### config.mk
export PLATFORM = sky130hd
export DESIGN_NAME = snes_glue_top
export DESIGN_NICKNAME = d
export VERILOG_FILES = /design/src/verilog/snes_glue_pkg.sv /design/src/verilog/bridge_settings_regs.sv /design/src/verilog/reset_delay_timer.sv /design/src/verilog/save_slot_fsm.sv /design/src/verilog/video_out_conditioner.sv /design/src/verilog/rtc_packer.sv /design/src/verilog/snes_glue_top.sv
export SDC_FILE = /design/constraint.sdc
export NUM_CORES = 1
export LEC_CHECK = 0
export BUFFER_PORTS_ARGS = -buffer_cell sky130_fd_sc_hd__buf_2
export CORE_AREA = 2 2 127 129
export CTS_CLUSTER_SIZE = 40
export DETAILED_ROUTE_END_ITERATION = 10
export DIE_AREA = 0 0 129 131
export PLACE_DENSITY = 0.78
export SYNTH_ARGS = -nofsm -noshare
export SYNTH_HDL_FRONTEND = slang
export SYNTH_SLANG_ARGS = --single-unit
### constraint.sdc
create_clock -name clk_74a -period 3.65 [get_ports clk_74a]
set_input_delay 0 -clock clk_74a [delete_from_list [all_inputs] [get_ports clk_74a]]
set_output_delay 0 -clock clk_74a [all_outputs]
set_load 0.05 [all_outputs]
### src/verilog/snes_glue_pkg.sv
/*
  Shared register map, widths and timing constants for the clk_74a glue.
  The reset delay is shortened to 256 cycles; hardware runs far longer.
  Register offsets are full 32-bit bridge addresses and must match exactly.
*/

`default_nettype none

package snes_glue_pkg;

  ////////////////////////////////////////////////////////////
  // bus and payload types

  typedef logic [31:0] bridge_word_t;
  typedef logic [3:0]  size_code_t;
  typedef logic [23:0] rgb_t;
  typedef logic [64:0] rtc_t;

  // bridge register offsets
  typedef enum logic [31:0] {
    REG_DOWNLOAD   = 32'h0000_0000,
    REG_ROM_SIZE   = 32'h0000_0004,
    REG_ROM_TYPE   = 32'h0000_0008,
    REG_RAM_SIZE   = 32'h0000_000C,
    REG_PAL        = 32'h0000_0010,
    REG_CORE_RESET = 32'h0000_0050,
    REG_MULTITAP   = 32'h0000_0100,
    REG_LIGHTGUN   = 32'h0000_0104,
    REG_AIM_SPEED  = 32'h0000_0108,
    REG_ASPECT     = 32'h0000_0200
  } bridge_reg_e;

  // save transfer tracking
  typedef enum logic {
    SAVE_IDLE   = 1'b0,
    SAVE_ACTIVE = 1'b1
  } save_state_e;

  ////////////////////////////////////////////////////////////
  // timing and table constants

  localparam int unsigned RESET_DELAY_CYCLES = 256;
  // must hold RESET_DELAY_CYCLES itself
  localparam int unsigned RESET_DELAY_WIDTH  = 9;

  // data slot index 1 lands at table word 3
  localparam logic [9:0]  SAVE_TABLE_ADDR    = 10'd3;
  localparam bridge_word_t SAVE_SIZE_BASE    = 32'd1024;

  // end-of-line word bits seen by the scaler
  localparam int unsigned SLOT_PAL_BIT       = 14;
  localparam int unsigned SLOT_ASPECT_BIT    = 13;

endpackage

`default_nettype wire

### src/verilog/bridge_settings_regs.sv
/*
  Settings registers written from the bridge; no read-back path.
  Only the low bits each register defines are kept.
  reset_load is combinational and valid only while bridge_wr is high.
*/

`default_nettype none

module bridge_settings_regs (
  input  wire                        clk_74a,
  input  wire                        pll_core_locked,
  input  wire                        bridge_wr,
  input  wire snes_glue_pkg::bridge_word_t bridge_addr,
  input  wire snes_glue_pkg::bridge_word_t bridge_wr_data,
  output logic                       ioctl_download,
  output logic                       pal,
  output logic                       multitap_enabled,
  output logic                       lightgun_enabled,
  output logic                       lightgun_type,
  output snes_glue_pkg::size_code_t  rom_size,
  output snes_glue_pkg::size_code_t  ram_size,
  output logic [7:0]                 rom_type,
  output logic [7:0]                 aim_speed,
  output logic                       use_4_3_video,
  output logic                       reset_load
);

  import snes_glue_pkg::*;

  // core reset holds no state here, the timer takes the strobe
  assign reset_load = bridge_wr && (bridge_addr == REG_CORE_RESET);

  ////////////////////////////////////////////////////////////
  // register decode

  always_ff @(posedge clk_74a or negedge pll_core_locked) begin
    if (!pll_core_locked) begin
      ioctl_download   <= 1'b0;
      pal              <= 1'b0;
      multitap_enabled <= 1'b0;
      lightgun_enabled <= 1'b0;
      lightgun_type    <= 1'b0;
      rom_size         <= '0;
      ram_size         <= '0;
      rom_type         <= '0;
      aim_speed        <= '0;
      use_4_3_video    <= 1'b0;
    end else if (bridge_wr) begin
      case (bridge_addr)
        REG_DOWNLOAD:  ioctl_download <= bridge_wr_data[0];
        REG_ROM_SIZE:  rom_size       <= bridge_wr_data[3:0];
        REG_ROM_TYPE:  rom_type       <= bridge_wr_data[7:0];
        REG_RAM_SIZE:  ram_size       <= bridge_wr_data[3:0];
        REG_PAL:       pal            <= bridge_wr_data[0];
        REG_MULTITAP:  multitap_enabled <= bridge_wr_data[0];
        REG_LIGHTGUN: begin
          // enable in bit 0, gun type in bit 1
          lightgun_enabled <= bridge_wr_data[0];
          lightgun_type    <= bridge_wr_data[1];
        end
        REG_AIM_SPEED: aim_speed      <= bridge_wr_data[7:0];
        REG_ASPECT:    use_4_3_video  <= bridge_wr_data[0];
        // unmapped offsets fall through untouched
        default: ;
      endcase
    end
  end

endmodule

`default_nettype wire

### src/verilog/reset_delay_timer.sv
/*
  Holds the core in reset for RESET_DELAY_CYCLES after a load strobe.
  A new load during the count restarts it from the top.
*/

`default_nettype none

module reset_delay_timer (
  input  wire  clk_74a,
  input  wire  pll_core_locked,
  input  wire  reset_load,
  output logic core_reset
);

  import snes_glue_pkg::*;

  logic [RESET_DELAY_WIDTH-1:0] count;

  always_ff @(posedge clk_74a or negedge pll_core_locked) begin
    if (!pll_core_locked) begin
      count <= '0;
    end else if (reset_load) begin
      count <= RESET_DELAY_WIDTH'(RESET_DELAY_CYCLES);
    end else if (count != '0) begin
      count <= count - 1'b1;
    end
  end

  // unlocked pll also keeps the core down
  assign core_reset = !pll_core_locked || (count != '0);

endmodule

`default_nettype wire

### src/verilog/save_slot_fsm.sv
/*
  Tracks a save transfer between a data slot request and all_complete.
  Requests win over completion; only a rising all_complete ends a transfer.
  The data table word for the save slot is rewritten every cycle.
*/

`default_nettype none

module save_slot_fsm (
  input  wire                        clk_74a,
  input  wire                        pll_core_locked,
  input  wire                        request_read,
  input  wire                        request_write,
  input  wire                        all_complete,
  input  wire snes_glue_pkg::size_code_t sram_size,
  output logic                       save_download,
  output logic                       datatable_wren,
  output logic [9:0]                 datatable_addr,
  output snes_glue_pkg::bridge_word_t datatable_data
);

  import snes_glue_pkg::*;

  save_state_e state;
  logic        all_complete_prev;

  ////////////////////////////////////////////////////////////
  // transfer state

  always_ff @(posedge clk_74a or negedge pll_core_locked) begin
    if (!pll_core_locked) begin
      state             <= SAVE_IDLE;
      all_complete_prev <= 1'b0;
    end else begin
      all_complete_prev <= all_complete;
      if (request_read || request_write) begin
        state <= SAVE_ACTIVE;
      end else if (all_complete && !all_complete_prev) begin
        state <= SAVE_IDLE;
      end
    end
  end

  assign save_download = (state == SAVE_ACTIVE);

  ////////////////////////////////////////////////////////////
  // save size into the data table

  always_ff @(posedge clk_74a or negedge pll_core_locked) begin
    if (!pll_core_locked) begin
      datatable_wren <= 1'b0;
      datatable_addr <= '0;
      datatable_data <= '0;
    end else begin
      datatable_wren <= 1'b1;
      datatable_addr <= SAVE_TABLE_ADDR;
      // code 0 means the cart has no save RAM
      datatable_data <= (sram_size != '0) ? (SAVE_SIZE_BASE << sram_size) : '0;
    end
  end

endmodule

`default_nettype wire

### src/verilog/video_out_conditioner.sv
/*
  Registers core video for the scaler with one cycle of latency.
  Syncs become single-cycle pulses on the core's rising sync edge.
  The first blank cycle after a line carries the PAL and aspect bits.
*/

`default_nettype none

module video_out_conditioner (
  input  wire                  clk_74a,
  input  wire                  pll_core_locked,
  input  wire                  core_hblank,
  input  wire                  core_vblank,
  input  wire                  core_hsync,
  input  wire                  core_vsync,
  input  wire snes_glue_pkg::rgb_t core_rgb,
  input  wire                  pal,
  input  wire                  use_4_3_video,
  output logic                 video_de,
  output logic                 video_hs,
  output logic                 video_vs,
  output snes_glue_pkg::rgb_t  video_rgb
);

  import snes_glue_pkg::*;

  logic de;
  logic de_prev;
  logic hs_prev;
  logic vs_prev;
  rgb_t slot_word;

  assign de = !(core_hblank || core_vblank);

  // end-of-line word, everything else zero
  always_comb begin
    slot_word                  = '0;
    slot_word[SLOT_PAL_BIT]    = pal;
    slot_word[SLOT_ASPECT_BIT] = use_4_3_video;
  end

  always_ff @(posedge clk_74a or negedge pll_core_locked) begin
    if (!pll_core_locked) begin
      video_de  <= 1'b0;
      video_hs  <= 1'b0;
      video_vs  <= 1'b0;
      video_rgb <= '0;
      de_prev   <= 1'b0;
      hs_prev   <= 1'b0;
      vs_prev   <= 1'b0;
    end else begin
      video_de  <= de;
      if (de) begin
        video_rgb <= core_rgb;
      end else if (de_prev) begin
        // last pixel was on the previous cycle
        video_rgb <= slot_word;
      end else begin
        video_rgb <= '0;
      end
      video_hs  <= core_hsync && !hs_prev;
      video_vs  <= core_vsync && !vs_prev;
      de_prev   <= de;
      hs_prev   <= core_hsync;
      vs_prev   <= core_vsync;
    end
  end

endmodule

`default_nettype wire

### src/verilog/rtc_packer.sv
/*
  Packs the host date and time into the core's 65-bit clock word.
  The top bit toggles once for each new rtc_time value.
  Weekday is not supplied by the host and is reported as 1.
*/

`default_nettype none

module rtc_packer (
  input  wire                        clk_74a,
  input  wire                        pll_core_locked,
  input  wire snes_glue_pkg::bridge_word_t rtc_date,
  input  wire snes_glue_pkg::bridge_word_t rtc_time,
  output snes_glue_pkg::rtc_t        rtc
);

  import snes_glue_pkg::*;

  bridge_word_t prev_time;
  logic         new_rtc;

  // flip on every change so the core sees an edge
  always_ff @(posedge clk_74a or negedge pll_core_locked) begin
    if (!pll_core_locked) begin
      prev_time <= '0;
      new_rtc   <= 1'b0;
    end else if (rtc_time != prev_time) begin
      prev_time <= rtc_time;
      new_rtc   <= !new_rtc;
    end
  end

  // toggle, pad, weekday, then year month day hour minute second
  assign rtc = {new_rtc, 8'h00, 8'h01,
                rtc_date[23:16], rtc_date[15:8], rtc_date[7:0],
                rtc_time[23:16], rtc_time[15:8], rtc_time[7:0]};

endmodule

`default_nettype wire

### src/verilog/snes_glue_top.sv
/*
  Housekeeping glue around the console core, all on clk_74a.
  Bridge writes are never refused; unmapped addresses are dropped.
  pll_core_locked low resets everything and holds core_reset high.
*/

`default_nettype none

module snes_glue_top (
  input  wire                        clk_74a,
  input  wire                        pll_core_locked,

  // bridge write port
  input  wire                        bridge_wr,
  input  wire snes_glue_pkg::bridge_word_t bridge_addr,
  input  wire snes_glue_pkg::bridge_word_t bridge_wr_data,

  // data slot levels and save size from the core
  input  wire                        request_read,
  input  wire                        request_write,
  input  wire                        all_complete,
  input  wire snes_glue_pkg::size_code_t sram_size,

  // raw core video
  input  wire                        core_hblank,
  input  wire                        core_vblank,
  input  wire                        core_hsync,
  input  wire                        core_vsync,
  input  wire snes_glue_pkg::rgb_t   core_rgb,

  // host clock
  input  wire snes_glue_pkg::bridge_word_t rtc_date,
  input  wire snes_glue_pkg::bridge_word_t rtc_time,

  // settings
  output logic                       ioctl_download,
  output logic                       pal,
  output logic                       multitap_enabled,
  output logic                       lightgun_enabled,
  output logic                       lightgun_type,
  output snes_glue_pkg::size_code_t  rom_size,
  output snes_glue_pkg::size_code_t  ram_size,
  output logic [7:0]                 rom_type,
  output logic [7:0]                 aim_speed,

  output logic                       core_reset,

  // save slot and data table
  output logic                       save_download,
  output logic                       datatable_wren,
  output logic [9:0]                 datatable_addr,
  output snes_glue_pkg::bridge_word_t datatable_data,

  // scaler video
  output logic                       video_de,
  output logic                       video_hs,
  output logic                       video_vs,
  output snes_glue_pkg::rgb_t        video_rgb,

  output snes_glue_pkg::rtc_t        rtc
);

  logic use_4_3_video;
  logic reset_load;

  bridge_settings_regs u_bridge_settings_regs (
    .clk_74a          (clk_74a),
    .pll_core_locked  (pll_core_locked),
    .bridge_wr        (bridge_wr),
    .bridge_addr      (bridge_addr),
    .bridge_wr_data   (bridge_wr_data),
    .ioctl_download   (ioctl_download),
    .pal              (pal),
    .multitap_enabled (multitap_enabled),
    .lightgun_enabled (lightgun_enabled),
    .lightgun_type    (lightgun_type),
    .rom_size         (rom_size),
    .ram_size         (ram_size),
    .rom_type         (rom_type),
    .aim_speed        (aim_speed),
    .use_4_3_video    (use_4_3_video),
    .reset_load       (reset_load)
  );

  reset_delay_timer u_reset_delay_timer (
    .clk_74a         (clk_74a),
    .pll_core_locked (pll_core_locked),
    .reset_load      (reset_load),
    .core_reset      (core_reset)
  );

  save_slot_fsm u_save_slot_fsm (
    .clk_74a         (clk_74a),
    .pll_core_locked (pll_core_locked),
    .request_read    (request_read),
    .request_write   (request_write),
    .all_complete    (all_complete),
    .sram_size       (sram_size),
    .save_download   (save_download),
    .datatable_wren  (datatable_wren),
    .datatable_addr  (datatable_addr),
    .datatable_data  (datatable_data)
  );

  video_out_conditioner u_video_out_conditioner (
    .clk_74a         (clk_74a),
    .pll_core_locked (pll_core_locked),
    .core_hblank     (core_hblank),
    .core_vblank     (core_vblank),
    .core_hsync      (core_hsync),
    .core_vsync      (core_vsync),
    .core_rgb        (core_rgb),
    .pal             (pal),
    .use_4_3_video   (use_4_3_video),
    .video_de        (video_de),
    .video_hs        (video_hs),
    .video_vs        (video_vs),
    .video_rgb       (video_rgb)
  );

  rtc_packer u_rtc_packer (
    .clk_74a         (clk_74a),
    .pll_core_locked (pll_core_locked),
    .rtc_date        (rtc_date),
    .rtc_time        (rtc_time),
    .rtc             (rtc)
  );

endmodule

`default_nettype wire

## Word level (Yosys, flattened, before mapping)

Index checks and enable logic that the tools add are counted.

- Register bits: 137
- Logic and storage cells: 70
- Bits of input ports: 166
- Output and inout bits: 166

- Add/sub/neg operators: 1
- Mux-type cells: 7
- Reduce and logical (&&, ||, !) cells: 27
- Shift-type cells: 1
- Equality and inequality tests: 10

Operators with widths:

| cell | count |
|---|---|
| == test 32 x 9 -> 1 bit (second input constant) | 3 |
| == test 32 x 4 -> 1 bit (second input constant) | 2 |
| == test 32 x 10 -> 1 bit (second input constant) | 1 |
| == test 32 x 3 -> 1 bit (second input constant) | 1 |
| == test 32 x 5 -> 1 bit (second input constant) | 1 |
| == test 32 x 7 -> 1 bit (second input constant) | 1 |
| logical NOT 32 bit | 1 |
| two-way mux 32 bit | 1 |
| inequality test 32 bit | 1 |
| left shift 11 x 4 -> 32 bit (first input constant) | 1 |
| two-way mux 24 bit | 1 |
| two-way mux 9 bit | 2 |
| AND reduction 2 bit | 9 |
| two-way mux 15 bit | 1 |
| nonzero test 9 bit | 1 |
| subtractor 9 x 1 -> 9 bit (second input constant) | 1 |
| logical NOT 1 bit | 6 |
| logical AND 1 bit | 4 |
| nonzero test 2 bit | 2 |
| nonzero test 4 bit | 1 |
| logical OR 1 bit | 3 |
| two-way mux 1 bit | 2 |

## Longest topological paths before layout

- Depth in word-level cells: 4
- Depth in mapped cells: 8

## Hierarchy

Synthesis repeated with hierarchy kept, for this count alone.

- Cell total of the unflattened synthesis: 456
- Area, all modules: 5456.5 um2

Modules (own cells, without submodules):

| module | seq. area each (um2) | area each (um2) | instances | cells an instance |
|---|---|---|---|---|
| rtc_packer | 825.8 | 1796.7 | 1 | 176 |
| bridge_settings_regs | 750.7 | 1385.1 | 1 | 96 |
| video_out_conditioner | 725.7 | 959.7 | 1 | 62 |
| save_slot_fsm | 475.5 | 812.0 | 1 | 70 |
| reset_delay_timer | 225.2 | 503.0 | 1 | 52 |

## Worst setup path before layout

No wires, ideal clock.

- Kind: register to output
- Start point: register u_reset_delay_timer.count[0]
- End point: output port core_reset
- Setup slack: 1856 ps
- Arrival: 1794 ps
- Cell stages (with the launch flop): 7
- Cells stage by stage: dfrtp_1 -> inv_1 -> ha_1 -> nor3b_1 -> and4b_1 -> clkbuf_1 -> nand2_1

- Word-level cells in the longest chain between the ends: 2

RTL lines:

| element | line | source |
|---|---|---|
| start, declared | reset_delay_timer.sv:17 | `logic [RESET_DELAY_WIDTH-1:0] count;` |
| start signal, assigned | reset_delay_timer.sv:23 | `count <= RESET_DELAY_WIDTH'(RESET_DELAY_CYCLES);` |
| start signal, assigned | reset_delay_timer.sv:25 | `count <= count - 1'b1;` |
| nonzero test 9 bit | reset_delay_timer.sv:30 | `assign core_reset = !pll_core_locked \|\| (count != '0);` |
| logical OR 1 bit | reset_delay_timer.sv:30 |  |
| end, declared | snes_glue_top.sv:46 | `output logic core_reset,` |

Every way passes these cells.

## Final worst setup path

Same ends and word-level chain as after synthesis.

==> impl_metrics.py <==
metrics = {
    "run_status": {
        "outcome": "complete, no violations",
    },
    "clock_tree": {
        "cts_buffer_depth": 2,
        "ctsResizeCount": 0,
        "cts_tree": "yes",
        "clkSinkCount": 120,
        "cts.htree.levels": 4,
        "clockRootBuffer": "clkbuf_16",
        "clk_latency_ns": 0.40,
        "post_cts_buffers": 0,
        "numCtsBuffers": 17,
        "path_clk_slew_ns": 0.05,
    },
    "drt": {
        "ant_nets": 0,
        "route.met3.wl_microns": 773,
        "via_per_inst": 4.17,
        "vias": 3723,
        "drt_iter0_markers": 135,
        "routed_wl_microns": 13100,
        "wl_met1_microns": 5260,
        "dr_wl_met2_microns": 6880,
        "avgRoutedWirePerCell_microns": 14.7,
        "top_layer_used": "met4",
        "dr.pass1.iters": 6,
        "drc": 0,
    },
    "finish": {
        "final_area_sq_um": 7280,
        "finish.utilization": 0.467,
        "multi_input_comb_area_sq_um": 1550,
        "drive_gt1_frac": 0.414,
        "regArea_sq_um": 3000,
        "final_cell_mix": "buf_2, dfrtp_1, dlygate4sd3_1",
        "finalNetCount": 830,
        "final_common_cell": "buf_2",
        "fillers": 1394,
        "diodes": 0,
        "synthToLayoutAreaGrowth_pct": 38.8,
    },
    "placement": {
        "placed_area_sq_um": 5920,
        "place.gp.congestion": 0.802,
        "post-place-ws_ns": 1.28,
        "io_buffers": 211,
        "hpwl_microns": 8410,
    },
    "timing": {
        "finalClockSkew_ns": 0.00560,
        "hold_violations": 0,
        "tightest_slew_ns": 0.765,
        "rsz0062_at_grt": "false",
        "setup_slack_ns": 1.38,
        "report.final.setup_viol": 0,
        "final_max_slew_viol_count": 0,
        "max_freq_mhz": 441,
        "period_share": 0.621,
        "slew_headroom": 0.489,
        "setup-tns-final_ns": 0,
        "fin_crit_ns": 2.27,
    },
    "critical_path": {
        "cp_num_buf_inv": 2,
        "worstSetupPathType": "register to output port",
        "cp.arrival_ns": 2.27,
        "end_kind": "output port",
        "cp_max_fo": 10,
        "crit_chain": "inv_1 -> ha_1 -> nor3b_1 -> and4b_1 -> nand2_1 -> buf_2",
        "path_delay_family": "simple AND/OR/NAND/NOR gates",
        "critPathLaunchType": "register",
        "cpMaxStageDelayCell": "and4b_1",
        "cpPeakStageDelay_ns": 0.52,
        "cp_data_required_time_ns": 3.65,
    },
    "floorplan": {
        "dieArea_sq_um": 16900,
        "io_pins": 332,
        "core_sq_um": 15600,
        "initial_core_util": 0.336,
        "rows": 46,
        "die_w_microns": 129,
        "fp.dieH_microns": 131,
    },
    "run": {
        "drv_cap": 0,
    },
    "global_route": {
        "grt_pass1_vias": 3849,
        "grt_max_degree": 88,
        "antenna_found_initial": 0,
        "grt_pass1_wl_microns": 19600,
        "track_usage": 0.156,
        "grt_overflow": 0,
    },
    "yosys": {
        "async_flop_share": 1.00,
        "synthFlopType": "dfrtp_1",
        "netlist_instances": 441,
        "synth.top_cells.by_area": "dfrtp_1, buf_4, mux2_2, xor2_1, and2_1",
        "synth_seq_cells": 120,
        "yosys.area.top_type_share": 0.573,
        "synthesis.area_sq_um": 5240,
        "syn_area_per_cell_sq_um": 11.9,
        "ys.warnings.count": 0,
        "yosysTopAreaCell": "dfrtp_1",
        "yosysSeqAreaShare": 0.573,
        "synth_cell_types": 37,
        "synth_edf_count": 0,
    },
    "power": {
        "irDropWorstVdd_uv": 281,
        "powerDensity_nw_per_um2": 481,
        "leakage_nw": 3.76,
    },
    "worst_hold_path": {
        "hold_path_class": "input port to output port",
    },
}
-- worst paths after layout --
kind | startpoint | to | slack, ns | depth (start not counted)
min in group asynchronous | pll_core_locked | u_rtc_packer.prev_time[9] | 0.11 | 2
max in group asynchronous | pll_core_locked | u_bridge_settings_regs.ram_size[0] | 2.72 | 3
min | rtc_date[9] | rtc[33] | 0.00001 | 0
min reg2reg | u_video_out_conditioner.hs_prev | u_video_out_conditioner.video_hs | 0.39 | 1
max | u_reset_delay_timer.count[0] | core_reset | 1.38 | 6
max reg2reg | u_reset_delay_timer.count[0] | u_reset_delay_timer.count[1] | 1.68 | 7
-- area by class of cell --
cell class | count | area share
inverters | 4 | 0.00206
well taps | 216 | 0.0371
repair buffers | 290 | 0.255
flip-flops and latches | 120 | 0.413
multi-input cells | 230 | 0.213
clock inverters | 10 | 0.0165
clock buffers | 22 | 0.0638
-- cell families (layout without fill, tap and decap cells) --
kind of cell	after synthesis	count (layout)	share of synthesized area
AOI/OAI and AO/OA	7	7	0.00883
xor gates and xnor gates	39	39	0.0651
adders and majority gates	1	1	0.00239
buffers and inverters	131	326	0.160
DFF	120	120	0.573
muxes	30	30	0.0644
other	2	42	0.00143
and+or+nand+nor	111	111	0.125
-- worst reg2reg max path, delay by kind of cell, from the launching register on --
kind	cells	cell delay, ns
simple gates	4	1.02
flops	1	0.38
fa+ha+maj	1	0.19
compound gates	1	0.14
buf+inv	1	0.09
-- power breakdown --
part,leakage [nW],internal [mW],switching [mW]
Clock,0.281,1.04,0.601
Combinational,1.95,0.146,0.328
Sequential,1.54,1.37,0.0135
-- metal layers --
metal,GRT usage,up-vias
met3,0.0574,12
met1,0.178,1843
met5,0,-
li1,-,1728
met2,0.267,140
met4,0.0588,0
-- state kept, by name, indices dropped and copies added, names as in the netlist --
name,flops
u_rtc_packer.prev_time,32
u_video_out_conditioner.video_rgb,24
u_save_slot_fsm.datatable_data,16
u_reset_delay_timer.count,9
u_bridge_settings_regs.aim_speed,8
u_bridge_settings_regs.rom_type,8
u_bridge_settings_regs.ram_size,4
u_bridge_settings_regs.rom_size,4
u_bridge_settings_regs.ioctl_download,1
u_bridge_settings_regs.lightgun_enabled,1
u_bridge_settings_regs.lightgun_type,1
u_bridge_settings_regs.multitap_enabled,1
u_bridge_settings_regs.pal,1
u_bridge_settings_regs.use_4_3_video,1
u_rtc_packer.new_rtc,1
u_save_slot_fsm.all_complete_prev,1
u_save_slot_fsm.datatable_wren,1
u_save_slot_fsm.save_download,1
u_video_out_conditioner.hs_prev,1
u_video_out_conditioner.video_de,1
u_video_out_conditioner.video_hs,1
u_video_out_conditioner.video_vs,1
u_video_out_conditioner.vs_prev,1
-- repair_timing --
action	in CTS	in global routing
setup endpoints to repair	0	0
hold buffers	77	0
endpoints found under the hold margin	140	0
-- synth_stat cells (2+ instances only) --
| master | number |
|---|---|
| nand3_1 | 2 |
| nor2_1 | 23 |
| nor3_2 | 2 |
| nor3_1 | 11 |
| mux2_2 | 30 |
| dfrtp_1 | 120 |
| inv_1 | 4 |
| nand2_1 | 12 |
| o21ai_0 | 2 |
| nand4_1 | 3 |
| nand2b_1 | 6 |
| xor2_1 | 33 |
| o31ai_1 | 2 |
| clkbuf_1 | 35 |
| buf_4 | 91 |
| xnor2_1 | 6 |
| nor4_1 | 14 |
| or4_1 | 3 |
| nor2b_1 | 2 |
| conb_1 | 2 |
| and2_1 | 22 |
-- metrics by stage --
step                      power [mW]  hold WS (ns)  cells
after floorplan                 1.80        -0.296    481
after global placement          1.81       -0.0233    783
after detailed placement        1.81       -0.0196    783
after CTS                       3.53      0.000341    892
after global routing            3.64      0.000132    892
final                           3.50     0.0000140    892
Power figures use the tool's default switching activity.
